==> src/common/conv_settings.svh <==
`ifndef CONV_SETTINGS_SVH
`define CONV_SETTINGS_SVH

// datapath sizes
`define CONV_DATA_W        8       // pixel and weight width
`define CONV_CIN_NUM       4       // input channels per tap
`define CONV_COUT_NUM      2       // output channels
`define CONV_K_DIM         3       // kernel rows and columns
`define CONV_TAP_NUM       9       // kernel taps
`define CONV_ACC_W         32      // accumulator width

// tap ram geometry
`define CONV_WR_W          32      // write word, one cout worth of weights
`define CONV_RD_W          64      // read word, both couts
`define CONV_SET_NUM       16      // weight sets, rows of the read port
`define CONV_RD_AW         4       // read address bits
`define CONV_WR_AW         5       // write address bits, lsb picks the half

// apb map
`define CONV_APB_AW        12
`define CONV_APB_DW        32
`define CONV_REG_CTRL      12'h000 // bit 0 start
`define CONV_REG_WSET      12'h004 // weight set for the next start
`define CONV_REG_STATUS    12'h008 // bit 0 busy, bit 1 done
`define CONV_REG_RES0      12'h00C // cout 0 sum
`define CONV_REG_RES1      12'h010 // cout 1 sum
`define CONV_REG_WIN_BASE  12'h020 // nine pixel words
`define CONV_WGT_BASE      12'h800 // write-only weight region

`endif

==> src/common/conv_regs_pkg.sv <==
`include "conv_settings.svh"

package conv_regs_pkg;

  // decoded apb target
  typedef enum logic [2:0] {
    REG_NONE,    // unmapped, answers with pslverr
    REG_CTRL,
    REG_WSET,
    REG_STATUS,
    REG_RES0,
    REG_RES1,
    REG_WIN,     // one of the nine window words
    REG_WGT      // weight region, valid tap
  } reg_sel_e;

  typedef struct packed {
    logic [`CONV_APB_DW-3:0] rsvd;  // reads as 0
    logic                    done;  // bit 1, sticky until next start
    logic                    busy;  // bit 0
  } status_t;

  typedef struct packed {
    logic [`CONV_APB_DW-2:0] rsvd;
    logic                    start; // bit 0, self clearing
  } ctrl_t;

endpackage

==> src/common/conv_types_pkg.sv <==
`include "conv_settings.svh"

package conv_types_pkg;

  typedef logic signed [`CONV_DATA_W-1:0] pixel_t;   // one feature pixel
  typedef logic signed [`CONV_DATA_W-1:0] weight_t;  // one kernel weight

  // weight write word: apb sees raw bits, the mac array sees lanes
  typedef union packed {
    logic [`CONV_WR_W-1:0]       raw;   // as written into the ram
    weight_t [`CONV_CIN_NUM-1:0] lane;  // lane n belongs to input channel n
  } wgt_word_u;

  // tap ram read word, index 0 is cout 0 (low half)
  typedef wgt_word_u [`CONV_RD_W/`CONV_WR_W-1:0] tap_rd_t;

  // window storage
  typedef pixel_t [`CONV_CIN_NUM-1:0] pix_word_t;    // all cin of one tap
  typedef pix_word_t [`CONV_TAP_NUM-1:0] window_t;   // tap 0 in the low word

  typedef logic signed [`CONV_ACC_W-1:0] acc_t;      // raw convolution sum

endpackage

==> src/common/weight_buf_if.sv <==
`timescale 1ns/1ps
`include "conv_settings.svh"

interface weight_buf_if
  import conv_types_pkg::*;
();

  logic [`CONV_TAP_NUM-1:0] tap_wr;                // one-hot tap write strobe
  logic [`CONV_WR_AW-1:0]   wr_addr;               // {set, cout half}
  wgt_word_u                wr_data;
  logic [`CONV_RD_AW-1:0]   rd_addr;               // weight set
  tap_rd_t [`CONV_TAP_NUM-1:0] rd_data;            // all taps, tap 0 low

  modport writer (output tap_wr, output wr_addr, output wr_data);
  modport reader (output rd_addr, input rd_data);
  modport buffer (input tap_wr, input wr_addr, input wr_data, input rd_addr,
                  output rd_data);

endinterface

==> src/hw/conv_apb_regs.sv <==
`timescale 1ns/1ps
`include "conv_settings.svh"

module conv_apb_regs
  import conv_types_pkg::*;
  import conv_regs_pkg::*;
(
  input  logic                    clk,
  input  logic                    arst_n,
  input  logic                    psel,
  input  logic                    penable,
  input  logic                    pwrite,
  input  logic [`CONV_APB_AW-1:0] paddr,
  input  logic [`CONV_APB_DW-1:0] pwdata,
  output logic [`CONV_APB_DW-1:0] prdata,
  output logic                    pready,
  output logic                    pslverr,
  weight_buf_if.writer            wbuf,
  output logic                    start,      // one cycle pulse to the mac array
  output logic [`CONV_RD_AW-1:0]  wset,
  output window_t                 window,
  input  logic                    busy,       // mac pipeline occupied
  input  logic                    done,       // pulse, results valid
  input  acc_t                    res0,
  input  acc_t                    res1
);

  reg_sel_e                sel;       // decoded target of paddr
  logic [`CONV_APB_AW-1:0] win_off;   // byte offset into the window block
  logic [`CONV_APB_AW-1:0] wgt_off;   // byte offset into the weight region
  logic [3:0]              win_idx;   // window word
  logic [3:0]              tap_idx;   // word index bits 8:5
  logic                    acc;       // apb access cycle
  logic                    err;
  logic                    wr_ok;     // write that may change state
  ctrl_t                   ctrl;
  status_t                 status;
  logic                    done_q;
  acc_t                    res0_q;
  acc_t                    res1_q;

  assign win_off = paddr - `CONV_REG_WIN_BASE;  // wraps high below the base
  assign wgt_off = paddr - `CONV_WGT_BASE;
  assign win_idx = win_off[5:2];
  assign tap_idx = wgt_off[10:7];

  // address decode, full match for the small registers
  always_comb begin
    sel = REG_NONE;
    if (paddr >= `CONV_WGT_BASE) begin
      if (tap_idx < `CONV_TAP_NUM)
        sel = REG_WGT;                           // taps 9..15 stay unmapped
    end else if (paddr[1:0] == 2'b00) begin
      case (paddr)
        `CONV_REG_CTRL:   sel = REG_CTRL;
        `CONV_REG_WSET:   sel = REG_WSET;
        `CONV_REG_STATUS: sel = REG_STATUS;
        `CONV_REG_RES0:   sel = REG_RES0;
        `CONV_REG_RES1:   sel = REG_RES1;
        default: begin
          if (win_off < 4 * `CONV_TAP_NUM)
            sel = REG_WIN;
        end
      endcase
    end
  end

  assign acc     = psel & penable;
  assign err     = (sel == REG_NONE) | ((sel == REG_WGT) & ~pwrite);  // weights write-only
  assign wr_ok   = acc & pwrite & ~err;
  assign ctrl    = ctrl_t'(pwdata);
  assign pready  = 1'b1;                         // never waits
  assign pslverr = acc & err;

  // weight writes go straight to the tap rams
  always_comb begin
    wbuf.tap_wr = '0;
    if (wr_ok && sel == REG_WGT)
      wbuf.tap_wr[tap_idx] = 1'b1;
  end
  assign wbuf.wr_addr  = wgt_off[6:2];           // {set, cout half}
  assign wbuf.wr_data.raw = pwdata;

  // start counts as busy until the mac pipeline takes over
  always_comb begin
    status      = '0;
    status.busy = busy | start;
    status.done = done_q;
  end

  always_ff @(posedge clk or negedge arst_n) begin
    if (!arst_n) begin
      start  <= 1'b0;
      wset   <= '0;
      window <= '0;
      done_q <= 1'b0;
      res0_q <= '0;
      res1_q <= '0;
    end else begin
      start <= wr_ok && (sel == REG_CTRL) && ctrl.start && !status.busy;  // drop while busy
      if (wr_ok && sel == REG_WSET)
        wset <= pwdata[`CONV_RD_AW-1:0];
      if (wr_ok && sel == REG_WIN)
        window[win_idx] <= pwdata;
      if (start)
        done_q <= 1'b0;                          // accepted start clears done
      else if (done)
        done_q <= 1'b1;
      if (done) begin
        res0_q <= res0;                          // hold until next done
        res1_q <= res1;
      end
    end
  end

  // read mux, weight region and ctrl read back as 0
  always_comb begin
    prdata = '0;
    case (sel)
      REG_WSET:   prdata[`CONV_RD_AW-1:0] = wset;
      REG_STATUS: prdata = status;
      REG_RES0:   prdata = res0_q;
      REG_RES1:   prdata = res1_q;
      REG_WIN:    prdata = window[win_idx];
      default:    prdata = '0;
    endcase
  end

endmodule

==> src/flat_wrapper.sv <==
// flat-port wrapper written by rule: the top's interface ports become plain ports
module conv_apb_regs_flat import conv_types_pkg::*; import conv_regs_pkg::*;
  (clk, arst_n, psel, penable, pwrite, paddr, pwdata, prdata, pready, pslverr, start, wset, window, busy, done, res0, res1, wbuf_tap_wr, wbuf_wr_addr, wbuf_wr_data);
  weight_buf_if wbuf_i ();
  input  logic clk;
  input  logic arst_n;
  input  logic psel;
  input  logic penable;
  input  logic pwrite;
  input  logic [`CONV_APB_AW-1:0] paddr;
  input  logic [`CONV_APB_DW-1:0] pwdata;
  output logic [`CONV_APB_DW-1:0] prdata;
  output logic pready;
  output logic pslverr;
  output logic start;
  output logic [`CONV_RD_AW-1:0] wset;
  output window_t window;
  input  logic busy;
  input  logic done;
  input  acc_t res0;
  input  acc_t res1;
  output wire logic [$bits(wbuf_i.tap_wr)-1:0] wbuf_tap_wr;
  output wire logic [$bits(wbuf_i.wr_addr)-1:0] wbuf_wr_addr;
  output wire logic [$bits(wbuf_i.wr_data)-1:0] wbuf_wr_data;
  assign wbuf_tap_wr = wbuf_i.tap_wr;
  assign wbuf_wr_addr = wbuf_i.wr_addr;
  assign wbuf_wr_data = wbuf_i.wr_data;
  conv_apb_regs u_core (.clk(clk), .arst_n(arst_n), .psel(psel), .penable(penable), .pwrite(pwrite), .paddr(paddr), .pwdata(pwdata), .prdata(prdata), .pready(pready), .pslverr(pslverr), .wbuf(wbuf_i), .start(start), .wset(wset), .window(window), .busy(busy), .done(done), .res0(res0), .res1(res1));
endmodule
==> config.mk <==
export PLATFORM = sky130hd
export DESIGN_NAME = conv_apb_regs_flat
export DESIGN_NICKNAME = d
export VERILOG_FILES = /design/src/common/conv_regs_pkg.sv /design/src/common/conv_types_pkg.sv /design/src/common/weight_buf_if.sv /design/src/hw/conv_apb_regs.sv /design/src/flat_wrapper.sv
export VERILOG_INCLUDE_DIRS = /design/src /design/src/common
export SDC_FILE = /design/constraint.sdc
export NUM_CORES = 1
export LEC_CHECK = 0
export CORE_MARGIN = 1.5
export CORE_UTILIZATION = 41
export DETAILED_ROUTE_END_ITERATION = 8
export DONT_BUFFER_PORTS = 1
export MAX_ROUTING_LAYER = met4
export PLACE_DENSITY = 0.67
export SYNTH_ARGS = -nofsm -noshare
export SYNTH_HDL_FRONTEND = slang
export SYNTH_SLANG_ARGS = --single-unit
==> constraint.sdc <==
create_clock -name clk -period 4.65 [get_ports clk]
set_input_delay 0.2325 -clock clk [delete_from_list [all_inputs] [get_ports clk]]
set_output_delay 0.2325 -clock clk [all_outputs]
set_load 0.01 [all_outputs]
==> results.py, run 1 <==
metrics = {
    "run_status": {
        "outcome": "complete, but fails checks",
        "violated_checks": "hold timing",
    },
    "floorplanning": {
        "core_area_um2": 40830,
        "initial_utilization_pct": 41.56,
        "die_height_um": 206.4,
        "boundaryPins": 488,
        "die_w_um": 206.4,
        "num_rows": 74,
        "die_area_um2": 42620,
    },
    "global_routing": {
        "global_route.usage.total_pct": 27.05,
        "grt_pass1_wl_um": 80540,
        "largest_net_degree_at_the_start_of_global_routing": 359,
        "antenna_found_initial": 5,
        "globalRoute.totalOverflow": 0,
        "grt_pass1_vias": 11350,
    },
    "sta": {
        "timing_hold_violations_final": 358,
        "period_share_pct": 75.88,
        "worst_slew_margin_rel_pct": 22.37,
        "report.final.slew_viol_count": 0,
        "fin_worst_skew_ns": 0.0001403,
        "finalSetupViolCount": 0,
        "rsz0062_at_grt": "no",
        "fin_tns_setup_ns": 0,
        "timing_worst_slew_pin_value_ns": 1.156,
        "finalWorstPathRequiredPeriod_ns": 3.528,
        "hold-worst-slack_ns": -0.6158,
        "max_freq_mhz": 283.4,
    },
    "setup_path": {
        "path_max_fanout": 29,
        "critical_path.reg2reg.startpoint": "u_core.start",
        "critPathSlowestCell": "sky130_fd_sc_hd__or3_2",
        "cp_cell_sequence": "inv_1, ha_1, nor3_1, xor2_2, or3_2, o221ai_1",
        "worstSetupStartpointType": "primary input",
        "worst_setup_path_end_kind": "output port",
        "worstSetupStartpoint": "paddr[5]",
        "cp.arrival_ns": 3.30,
        "cp_data_required_time_ns": 4.42,
        "crit_path_max_incr_delay_ns": 0.93,
        "setup.worst_path.class": "primary input to output port",
    },
    "yosys": {
        "synth-xor-area-share_pct": 0.1548,
        "yosys_most_used_dff": "sky130_fd_sc_hd__dfrtp_1",
        "complex_gate_fraction_of_the_synthesized_area_pct": 3.399,
        "synthesis.area_um2": 16970,
        "avgSynthCellArea_um2": 14.99,
        "post_synth_and_or_nand_nor_area_fraction_pct": 4.505,
        "combinational_family_with_the_most_area_after_synthesis": "multiplexers",
        "synthAdderAreaFrac_pct": 0.07374,
        "synth_largest_type_area_fraction_pct": 52.79,
        "synth_nets": 1248,
        "synth.area.mux_share_pct": 34.73,
        "synth_warn": 0,
        "synth_top_cells_by_count": "358 x sky130_fd_sc_hd__dfrtp_1, 307 x sky130_fd_sc_hd__mux2_2, 64 x sky130_fd_sc_hd__mux4_2, 40 x sky130_fd_sc_hd__buf_2, 39 x sky130_fd_sc_hd__buf_4",
        "instance_count_of_the_mapped_netlist": 1132,
        "postSynth.asyncResetShare_pct": 100.0,
        "synth_largest_area_cell": "sky130_fd_sc_hd__dfrtp_1",
        "synth_seq_cells": 358,
        "ys_seq_area_share_pct": 52.79,
        "synth.most_common_cell": "sky130_fd_sc_hd__dfrtp_1",
        "synth.distinct_cells": 51,
        "ys_top_cells_by_area": "sky130_fd_sc_hd__dfrtp_1 53%, sky130_fd_sc_hd__mux2_2 20%, sky130_fd_sc_hd__mux4_2 8.5%, sky130_fd_sc_hd__mux2_4 2.7%, sky130_fd_sc_hd__mux2i_1 1.9%",
        "number_of_enable_flip_flop_cells_after_synthesis": 0,
    },
    "clock_network": {
        "setup_repair_bufs_after_cts": 0,
        "path_clk_slew_ns": 0.06,
        "tritoncts": "done",
        "max_root_sink_buffers": 3,
        "cts_resized": 0,
        "tritoncts_num_sinks": 358,
        "h-tree-depth": 2,
        "cts-buffers-inserted": 41,
        "worstSkewPairLatency_ns": 0.55,
        "ctsRootBufferMaster": "sky130_fd_sc_hd__clkbuf_16",
        "cts_hold_repair.buffers": 107,
    },
    "route": {
        "drt_drc_violations_left": 0,
        "drt-vias-per-instance": 6.234,
        "drt-initial-drc-count": 887,
        "antenna_violating_nets_left": 0,
        "wire_per_inst_um": 32.57,
        "detail_route.first_pass.iterations": 4,
        "via_count": 10910,
        "wl_um": 57000,
    },
    "pwr": {
        "power.total_uw": 6997,
        "max-vdd-ir-drop_mv": 0.3233,
        "cellPowerDensity_nw_per_um2": 354.3,
        "power.leakage_uw": 0.009007,
    },
    "place": {
        "finalWeightedCongestion": 0.8460,
        "placed_cells": 1566,
        "io_buffers": 0,
        "dpl.hpwl_um": 37480,
    },
    "finish": {
        "drive_above_1_share_pct": 41.93,
        "post_route_insts_no_fill": 1750,
        "nFillCells": 3446,
        "final_nets": 1300,
        "area_growth_synth_to_finish_pct": 16.40,
    },
    "min_path": {
        "min_path_type": "primary input to asynchronous set/reset pin",
    },
    "run": {
        "max_cap_viol_count": 0,
    },
}
metal layers:
| metal | wire length [µm] | global-route usage, % | part of all wire [%] |
|---|---|---|---|
| met5 | 0 | - | 0 |
| met4 | 1452 | 8.825 | 2.5 |
| met3 | 5576 | 9.319 | 9.8 |
| met2 | 26550 | 40.46 | 47 |
| met1 | 23420 | 34.35 | 41 |
worst max-delay path: cells and delay by family:
kind	cells	cell delay [ns]
AND/OR/NAND/NOR	2	1.41
XOR/XNOR	1	0.83
AO/OA/AOI/OAI	1	0.42
adder cells (fa/ha/maj)	1	0.26
buffers and inverters	1	0.11
worst paths after layout:
kind | end | slack, ns | depth (start not counted)
worst max-delay path | prdata[14] | 1.12 | 6
worst min-delay path | u_core.window[10] | -0.62 | 0
worst max register to register | u_core.start | 3.10 | 4
worst min register to register | u_core.res0_q[24] | 0.51 | 1
max in group asynchronous | u_core.res0_q[29] | 4.44 | 0
min in group clk | u_core.done_q | 0.09 | 3
power breakdown:
part	total [µW]	internal [µW]	switching (µW)	leakage, µW
clock	3490	2180	1310	0.000709
combinational	297	165	131	0.00345
sequential	3210	3170	37.5	0.00485
through the flow:
step | setup WS [ns] | util [%] | hold WS (ns) | instance area, µm²
4_1_cts | 1.198 | 48.35 | -0.6560 | 19740
6_report | 1.122 | 48.37 | -0.6158 | 19750
2_1_floorplan | 2.309 | - | -0.06309 | 16970
3_5_place_dp | 0.9858 | 42.09 | -0.05780 | 17190
5_1_grt | 0.9876 | 48.37 | -0.6517 | 19750
3_3_place_gp | 1.068 | 42.09 | -0.05694 | 17190
cell usage in the layout, fill, tap and decap left out, types with 2 or more instances in the layout:
cell type,n
sky130_fd_sc_hd__nand2b_1,2
sky130_fd_sc_hd__dfrtp_1,358
sky130_fd_sc_hd__clkinv_2,2
sky130_fd_sc_hd__nand3_1,4
sky130_fd_sc_hd__o21ai_0,4
sky130_fd_sc_hd__inv_1,11
sky130_fd_sc_hd__or3_1,2
sky130_fd_sc_hd__mux2_4,30
sky130_fd_sc_hd__nor2_1,8
sky130_fd_sc_hd__nor3b_1,4
sky130_fd_sc_hd__dlygate4sd3_1,106
sky130_fd_sc_hd__diode_2,4
sky130_fd_sc_hd__clkbuf_8,10
sky130_fd_sc_hd__bufinv_16,6
sky130_fd_sc_hd__clkbuf_1,8
sky130_fd_sc_hd__a221o_1,2
sky130_fd_sc_hd__nor3_1,8
sky130_fd_sc_hd__clkinvlp_4,3
sky130_fd_sc_hd__o221ai_1,8
sky130_fd_sc_hd__buf_4,24
sky130_fd_sc_hd__mux4_2,64
sky130_fd_sc_hd__clkbuf_16,43
sky130_fd_sc_hd__nor4_4,9
sky130_fd_sc_hd__mux2i_1,33
sky130_fd_sc_hd__a32oi_1,7
sky130_fd_sc_hd__and2_1,2
sky130_fd_sc_hd__o211ai_1,22
sky130_fd_sc_hd__a22oi_1,25
sky130_fd_sc_hd__nand4_1,33
sky130_fd_sc_hd__mux2_1,19
sky130_fd_sc_hd__nand2_1,7
sky130_fd_sc_hd__or4_1,2
sky130_fd_sc_hd__nor2b_1,10
sky130_fd_sc_hd__mux2_2,307
sky130_fd_sc_hd__and3_1,2
sky130_fd_sc_hd__and3b_1,2
sky130_fd_sc_hd__nor4_1,5
logic make-up after synthesis:
kind of cell	after synthesis
multiplexers	453
flip-flops	358
buffers and inverters	133
AND/OR/NAND/NOR	108
AO/OA/AOI/OAI	75
XOR/XNOR	3
adder cells (fa/ha/maj)	1
other	1
flip-flops by register name (all words and copies together), names as in the netlist:
name           cells
u_core.start       1
u_core.window    288
u_core.res0_q     32
u_core.wset        4
u_core.done_q      1
u_core.res1_q     32
cell type report:
type | instances | area [µm²] | share of cell area [%]
sequential | 358 | 8959 | 45.36
multi-input combinational | 641 | 7342 | 37.17
clock inverter | 12 | 221.5 | 1.121
clock buffer | 61 | 1244 | 6.297
antenna | 4 | 10.01 | 0.05068
tap | 532 | 665.6 | 3.370
inverter | 11 | 41.29 | 0.2090
timing repair buffer | 131 | 1269 | 6.423
Power figures use the tool's default switching activity.
==> run 2, diff against run 1 <==
PLACE_DENSITY = 0.69   (was 0.67)
clock period = 3.15 ns   (was 4.65 ns; I/O delays follow)
==> run 2 against run 1 <==
Against the previous run: the flow still finishes with violations (hold timing); total power up 43%; utilization up 0.46 points; sequential share of layout area down 0.43 points; wire length grew 0.34%; cell area up 0.95%; die area did not move; clock-buffer cell count rose by 2; clock power is 38% higher; via count grew 1.2%; register-to-register slack got worse by 1.5 ns; combinational power up 56%; clock skew hardly changed; highest routed layer unchanged.
==> results.py, run 2 (synthesis results as in run 1) <==
metrics = {
    "run_status": {
        "outcome": "complete, but fails checks",
        "violated_checks": "hold timing",
    },
    "pwr": {
        "power.leakage_uw": 0.009146,
        "pwr-share-seq_pct": 47.3,
        "share_clk_of_total_power_pct": 48.0,
        "p_int_uw": 7837,
        "max-vdd-ir-drop_mv": 0.4437,
        "power.net_switching_uw": 2167,
        "cellPowerDensity_nw_per_um2": 501.7,
        "power.combinational.fraction_pct": 4.6,
        "sw_frac_of_total_pct": 21.66,
    },
    "floorplanning": {
        "initial_utilization_pct": 41.56,
        "num_rows": 74,
        "boundaryPins": 488,
        "die_w_um": 206.4,
        "die_height_um": 206.4,
        "die_area_um2": 42620,
        "core_area_um2": 40830,
    },
    "clock_network": {
        "h-tree-depth": 2,
        "tritoncts_num_sinks": 358,
        "cts_hold_repair.buffers": 120,
        "worstSkewPairLatency_ns": 0.54,
        "cts_resized": 0,
        "path_clk_slew_ns": 0.05,
        "cts-buffers-inserted": 40,
        "max_root_sink_buffers": 3,
        "ctsRootBufferMaster": "sky130_fd_sc_hd__clkbuf_16",
        "tritoncts": "done",
    },
    "setup_path": {
        "cp_data_required_time_ns": 2.99,
        "setup.worst_path.class": "primary input to output port",
        "cp.arrival_ns": 2.73,
        "worst_setup_path_end_kind": "output port",
        "worstSetupStartpointType": "primary input",
        "path_max_fanout": 15,
    },
    "sta": {
        "max_freq_mhz": 346.9,
        "setup_ws_ns": 0.2672,
        "period_share_pct": 91.52,
        "finalWorstPathRequiredPeriod_ns": 2.883,
        "fin_worst_skew_ns": 0.0001421,
        "finalSetupViolCount": 0,
        "rsz0062_at_grt": "no",
        "timing_worst_slew_pin_value_ns": 1.193,
        "worst_slew_margin_rel_pct": 20.05,
        "hold-worst-slack_ns": -0.6864,
        "fin_tns_setup_ns": 0,
        "timing_hold_violations_final": 358,
        "report.final.slew_viol_count": 0,
    },
    "min_path": {
        "min_path_type": "primary input to asynchronous set/reset pin",
    },
    "finish": {
        "final_common_cell": "sky130_fd_sc_hd__dfrtp_1",
        "layout_common_cells": "358 x sky130_fd_sc_hd__dfrtp_1, 307 x sky130_fd_sc_hd__mux2_2, 119 x sky130_fd_sc_hd__dlygate4sd3_1",
        "post-route-util_pct": 48.83,
        "top_register": "u_core.window",
        "nFillCells": 3445,
        "drive_above_1_share_pct": 42.38,
        "area_growth_synth_to_finish_pct": 17.50,
        "largest_register_ff_count": 288,
        "layout_top_registers": "u_core.window (288), u_core.res0_q (32), u_core.res1_q (32)",
        "final_nets": 1333,
    },
    "global_routing": {
        "globalRoute.totalOverflow": 0,
        "grt_pass1_wl_um": 79960,
        "grt_pass1_vias": 11380,
        "antenna_found_initial": 4,
        "global_route.usage.total_pct": 26.89,
        "largest_net_degree_at_the_start_of_global_routing": 359,
    },
    "place": {
        "dpl_worst_slack_ns": 0.2914,
        "io_buffers": 0,
        "finalWeightedCongestion": 0.8333,
        "dpl.hpwl_um": 37120,
    },
    "route": {
        "antenna_violating_nets_left": 0,
        "via_count": 11040,
        "wl_um": 57190,
        "drt-initial-drc-count": 908,
        "drt-vias-per-instance": 6.202,
        "detail_route.first_pass.iterations": 5,
        "wire_per_inst_um": 32.13,
        "drt_drc_violations_left": 0,
    },
    "run": {
        "max_cap_viol_count": 0,
    },
}
==> run 2: stage by stage <==
step	power (µW)	hold slack, ns	std cells	cell area (µm²)
floorplan	5125	-0.1381	1132	16970
global placement	5056	-0.1293	1587	17360
detailed placement	5068	-0.1305	1587	17360
CTS	10100	-0.7386	1778	19930
global route	10330	-0.7156	1779	19940
finish	10000	-0.6864	1780	19940
==> run 2: path summary, 6_finish.rpt <==
kind / from / endpoint / slack, ns / cells after the start
max in group asynchronous: arst_n / u_core.window[175] / 2.90 / 0
worst max register to register: u_core.start / u_core.start / 1.60 / 4
worst max-delay path: paddr[5] / prdata[26] / 0.27 / 8
min in group clk: done / u_core.res0_q[29] / 0.09 / 2
worst min-delay path: arst_n / u_core.window[165] / -0.69 / 0
worst min register to register: u_core.res0_q[19] / u_core.res0_q[19] / 0.51 / 1
==> run 2: layer usage <==
layer | global-route usage, % | vias up | wire length [µm] | part of all wire [%]
li1 | - | 4420 | - | -
met1 | 33.61 | 5875 | 23040 | 40
met2 | 41.26 | 616 | 26960 | 47
met3 | 7.963 | 129 | 5301 | 9.3
met4 | 9.964 | 0 | 1895 | 3.3
met5 | - | - | 0 | 0
==> run 2: final cells by class <==
class | instances | area [µm²] | area share, %
antenna | 2 | 5.005 | 0.02510
clock buffer | 63 | 1249 | 6.263
clock inverter | 8 | 108.9 | 0.5459
inverter | 11 | 41.29 | 0.2071
multi-input combinational | 641 | 7342 | 36.82
sequential | 358 | 8959 | 44.93
tap | 532 | 665.6 | 3.338
timing repair buffer | 165 | 1569 | 7.869
==> run 2: timing repair <==
| item | 4_1_cts | 5_1_grt |
|---|---|---|
| buffers inserted | 0 | 0 |
| endpoints found under the setup margin | 0 | 0 |
| endpoints found under the hold margin | 716 | 358 |
==> run 2: power groups by stage <==
stage	logic, µW	registers (µW)	clock network, µW
floorplan	325	4800	0
global placement	245	4810	0
detailed placement	252	4820	0
CTS	454	4730	4910
global route	488	4740	5090
finish	464	4740	4800
==> run 2: worst max-delay path, stage by stage <==
cell and delay [ns]:
sky130_fd_sc_hd__inv_1 0.10, sky130_fd_sc_hd__ha_1 0.25, sky130_fd_sc_hd__nor3_1 0.46, sky130_fd_sc_hd__xor2_2 0.16, sky130_fd_sc_hd__or3_2 0.72, sky130_fd_sc_hd__buf_4 0.31, sky130_fd_sc_hd__o211ai_1 0.36, sky130_fd_sc_hd__buf_4 0.20
==> run 3, diff against run 2 <==
PLACE_DENSITY = 0.67   (was 0.69)
clock period = 3.5 ns   (was 3.15 ns; I/O delays follow)
==> run 3 against run 2 <==
Against the previous run: die area unchanged; cell area is 1.6% lower; sequential share of layout area up 0.74 points; critical path depth down 1; the flow still finishes with violations (hold timing); non-clock buffer count shrank 33.
==> results.py, run 3 (synthesis results as in run 1) <==
metrics = {
    "clock_network": {
        "cts_resized": 0,
        "worstSkewPairLatency_ns": 0.54,
        "path_clk_slew_ns": 0.06,
        "h-tree-depth": 2,
        "cts-buffers-inserted": 41,
        "setup_repair_bufs_after_cts": 0,
        "max_root_sink_buffers": 3,
        "tritoncts": "done",
        "tritoncts_num_sinks": 358,
        "cts_hold_repair.buffers": 102,
        "ctsRootBufferMaster": "sky130_fd_sc_hd__clkbuf_16",
    },
    "run_status": {
        "outcome": "complete, but fails checks",
        "violated_checks": "hold timing",
    },
    "global_routing": {
        "largest_net_degree_at_the_start_of_global_routing": 359,
        "grt_pass1_wl_um": 78930,
        "grt_pass1_vias": 11030,
        "globalRoute.totalOverflow": 0,
        "global_route.usage.total_pct": 26.52,
        "antenna_found_initial": 4,
    },
    "sta": {
        "finalWorstPathRequiredPeriod_ns": 2.863,
        "rsz0062_at_grt": "no",
        "period_share_pct": 81.81,
        "worst_slew_margin_rel_pct": 30.52,
        "fin_worst_skew_ns": 0.0002939,
        "finalSetupViolCount": 0,
        "timing_hold_violations_final": 358,
        "timing_worst_slew_pin_value_ns": 1.037,
        "hold-worst-slack_ns": -0.6664,
        "fin_tns_setup_ns": 0,
        "report.final.slew_viol_count": 0,
        "max_freq_mhz": 349.3,
    },
    "route": {
        "wire_per_inst_um": 32.02,
        "antenna_violating_nets_left": 0,
        "detail_route.first_pass.iterations": 6,
        "drt-vias-per-instance": 6.106,
        "via_count": 10700,
        "drt_drc_violations_left": 0,
        "drt-initial-drc-count": 802,
        "wl_um": 56100,
    },
    "setup_path": {
        "worstSetupStartpointType": "primary input",
        "worst_setup_path_end_kind": "output port",
        "cp.arrival_ns": 2.69,
        "cp_data_required_time_ns": 3.32,
        "path_max_fanout": 15,
        "setup.worst_path.class": "primary input to output port",
    },
    "finish": {
        "layout_common_cells": "358 x sky130_fd_sc_hd__dfrtp_1, 307 x sky130_fd_sc_hd__mux2_2, 101 x sky130_fd_sc_hd__dlygate4sd3_1",
        "area_growth_synth_to_finish_pct": 15.61,
        "final_nets": 1301,
        "top_register": "u_core.window",
        "largest_register_ff_count": 288,
        "register_area_um2": 8959,
        "drive_above_1_share_pct": 42.22,
        "post_route_insts_no_fill": 1752,
        "layout_top_registers": "u_core.window (288), u_core.res0_q (32), u_core.res1_q (32)",
        "nFillCells": 3469,
        "final_common_cell": "sky130_fd_sc_hd__dfrtp_1",
        "multiInputGateArea_um2": 7342,
    },
    "floorplanning": {
        "initial_utilization_pct": 41.56,
        "die_w_um": 206.4,
        "core_area_um2": 40830,
        "num_rows": 74,
        "die_height_um": 206.4,
        "boundaryPins": 488,
        "die_area_um2": 42620,
    },
    "pwr": {
        "power.combinational.fraction_pct": 4.3,
        "max-vdd-ir-drop_mv": 0.3329,
        "cellPowerDensity_nw_per_um2": 452.9,
        "power.net_switching_uw": 1942,
        "p_int_uw": 6943,
        "power.total_uw": 8885,
        "sw_frac_of_total_pct": 21.86,
        "pwr-share-seq_pct": 48.0,
        "share_clk_of_total_power_pct": 47.7,
        "power.leakage_uw": 0.008970,
    },
    "run": {
        "max_cap_viol_count": 0,
    },
    "place": {
        "finalWeightedCongestion": 0.8441,
        "placed_cells": 1572,
        "dpl.hpwl_um": 37200,
        "io_buffers": 0,
    },
    "min_path": {
        "min_path_type": "primary input to asynchronous set/reset pin",
    },
}
==> run 3: cell count changes in the layout (fill, tap and decap cells not counted), sizes merged <==
cell         previous run  this run
bufinv                  2         1
clkinv                  5         8
dlygate4sd3           119       101
diode                   2         5
buf                    46        31
==> run 3: worst max-delay path: stages <==
cell                       delay [ns]
sky130_fd_sc_hd__inv_1           0.10
sky130_fd_sc_hd__ha_1            0.26
sky130_fd_sc_hd__nor3_1          0.45
sky130_fd_sc_hd__xor2_2          0.17
sky130_fd_sc_hd__or3_2           0.70
sky130_fd_sc_hd__buf_4           0.32
sky130_fd_sc_hd__o211ai_1        0.50
==> run 3: area by class of cell <==
| type | instances | share of cell area [%] |
|---|---|---|
| flip-flops and latches | 358 | 45.67 |
| multi-input cells | 641 | 37.43 |
| repair buffers | 132 | 6.442 |
| clock buffers | 63 | 6.321 |
| well taps | 532 | 3.393 |
| clock inverters | 10 | 0.4783 |
| inverters | 11 | 0.2105 |
| diodes | 5 | 0.06378 |
==> run 3: worst paths after layout <==
path                             startpoint           endpoint  slack (ns)  depth (start not counted)
max                                paddr[5]         prdata[31]        0.64                          7
min                                  arst_n  u_core.res1_q[10]       -0.67                          0
max reg2reg                    u_core.start       u_core.start        2.49                          3
min reg2reg                u_core.res0_q[5]   u_core.res0_q[5]        0.51                          1
max in group asynchronous            arst_n  u_core.res0_q[29]        3.32                          0
min in group clk                   paddr[8]       u_core.start        0.04                          4
==> run 3: power by group through the flow <==
stage	logic (µW)	registers, µW	clock network [µW]
after floorplan	292	4320	0
after global placement	220	4330	0
after detailed placement	225	4330	0
after CTS	384	4260	4330
after global routing	407	4270	4490
final	386	4260	4240
==> run 3: per-stage QoR <==
step | worst slack [ns] | util, % | instance area (µm²) | hold slack, ns
6_report | 0.6368 | 48.05 | 19620 | -0.6664
5_1_grt | 0.5017 | 48.03 | 19610 | -0.6940
4_1_cts | 0.6851 | 48.01 | 19610 | -0.7084
3_5_place_dp | 0.6955 | 42.20 | 17230 | -0.1107
3_3_place_gp | 0.7405 | 42.20 | 17230 | -0.1121
2_1_floorplan | 1.274 | - | 16970 | -0.1206
==> run 3: per-layer routing <==
metal / track usage (%) / share of wire [%]
met1: 33.25 / 41
met2: 40.98 / 47
met3: 8.310 / 8.9
met4: 8.152 / 2.6
met5: - / 0
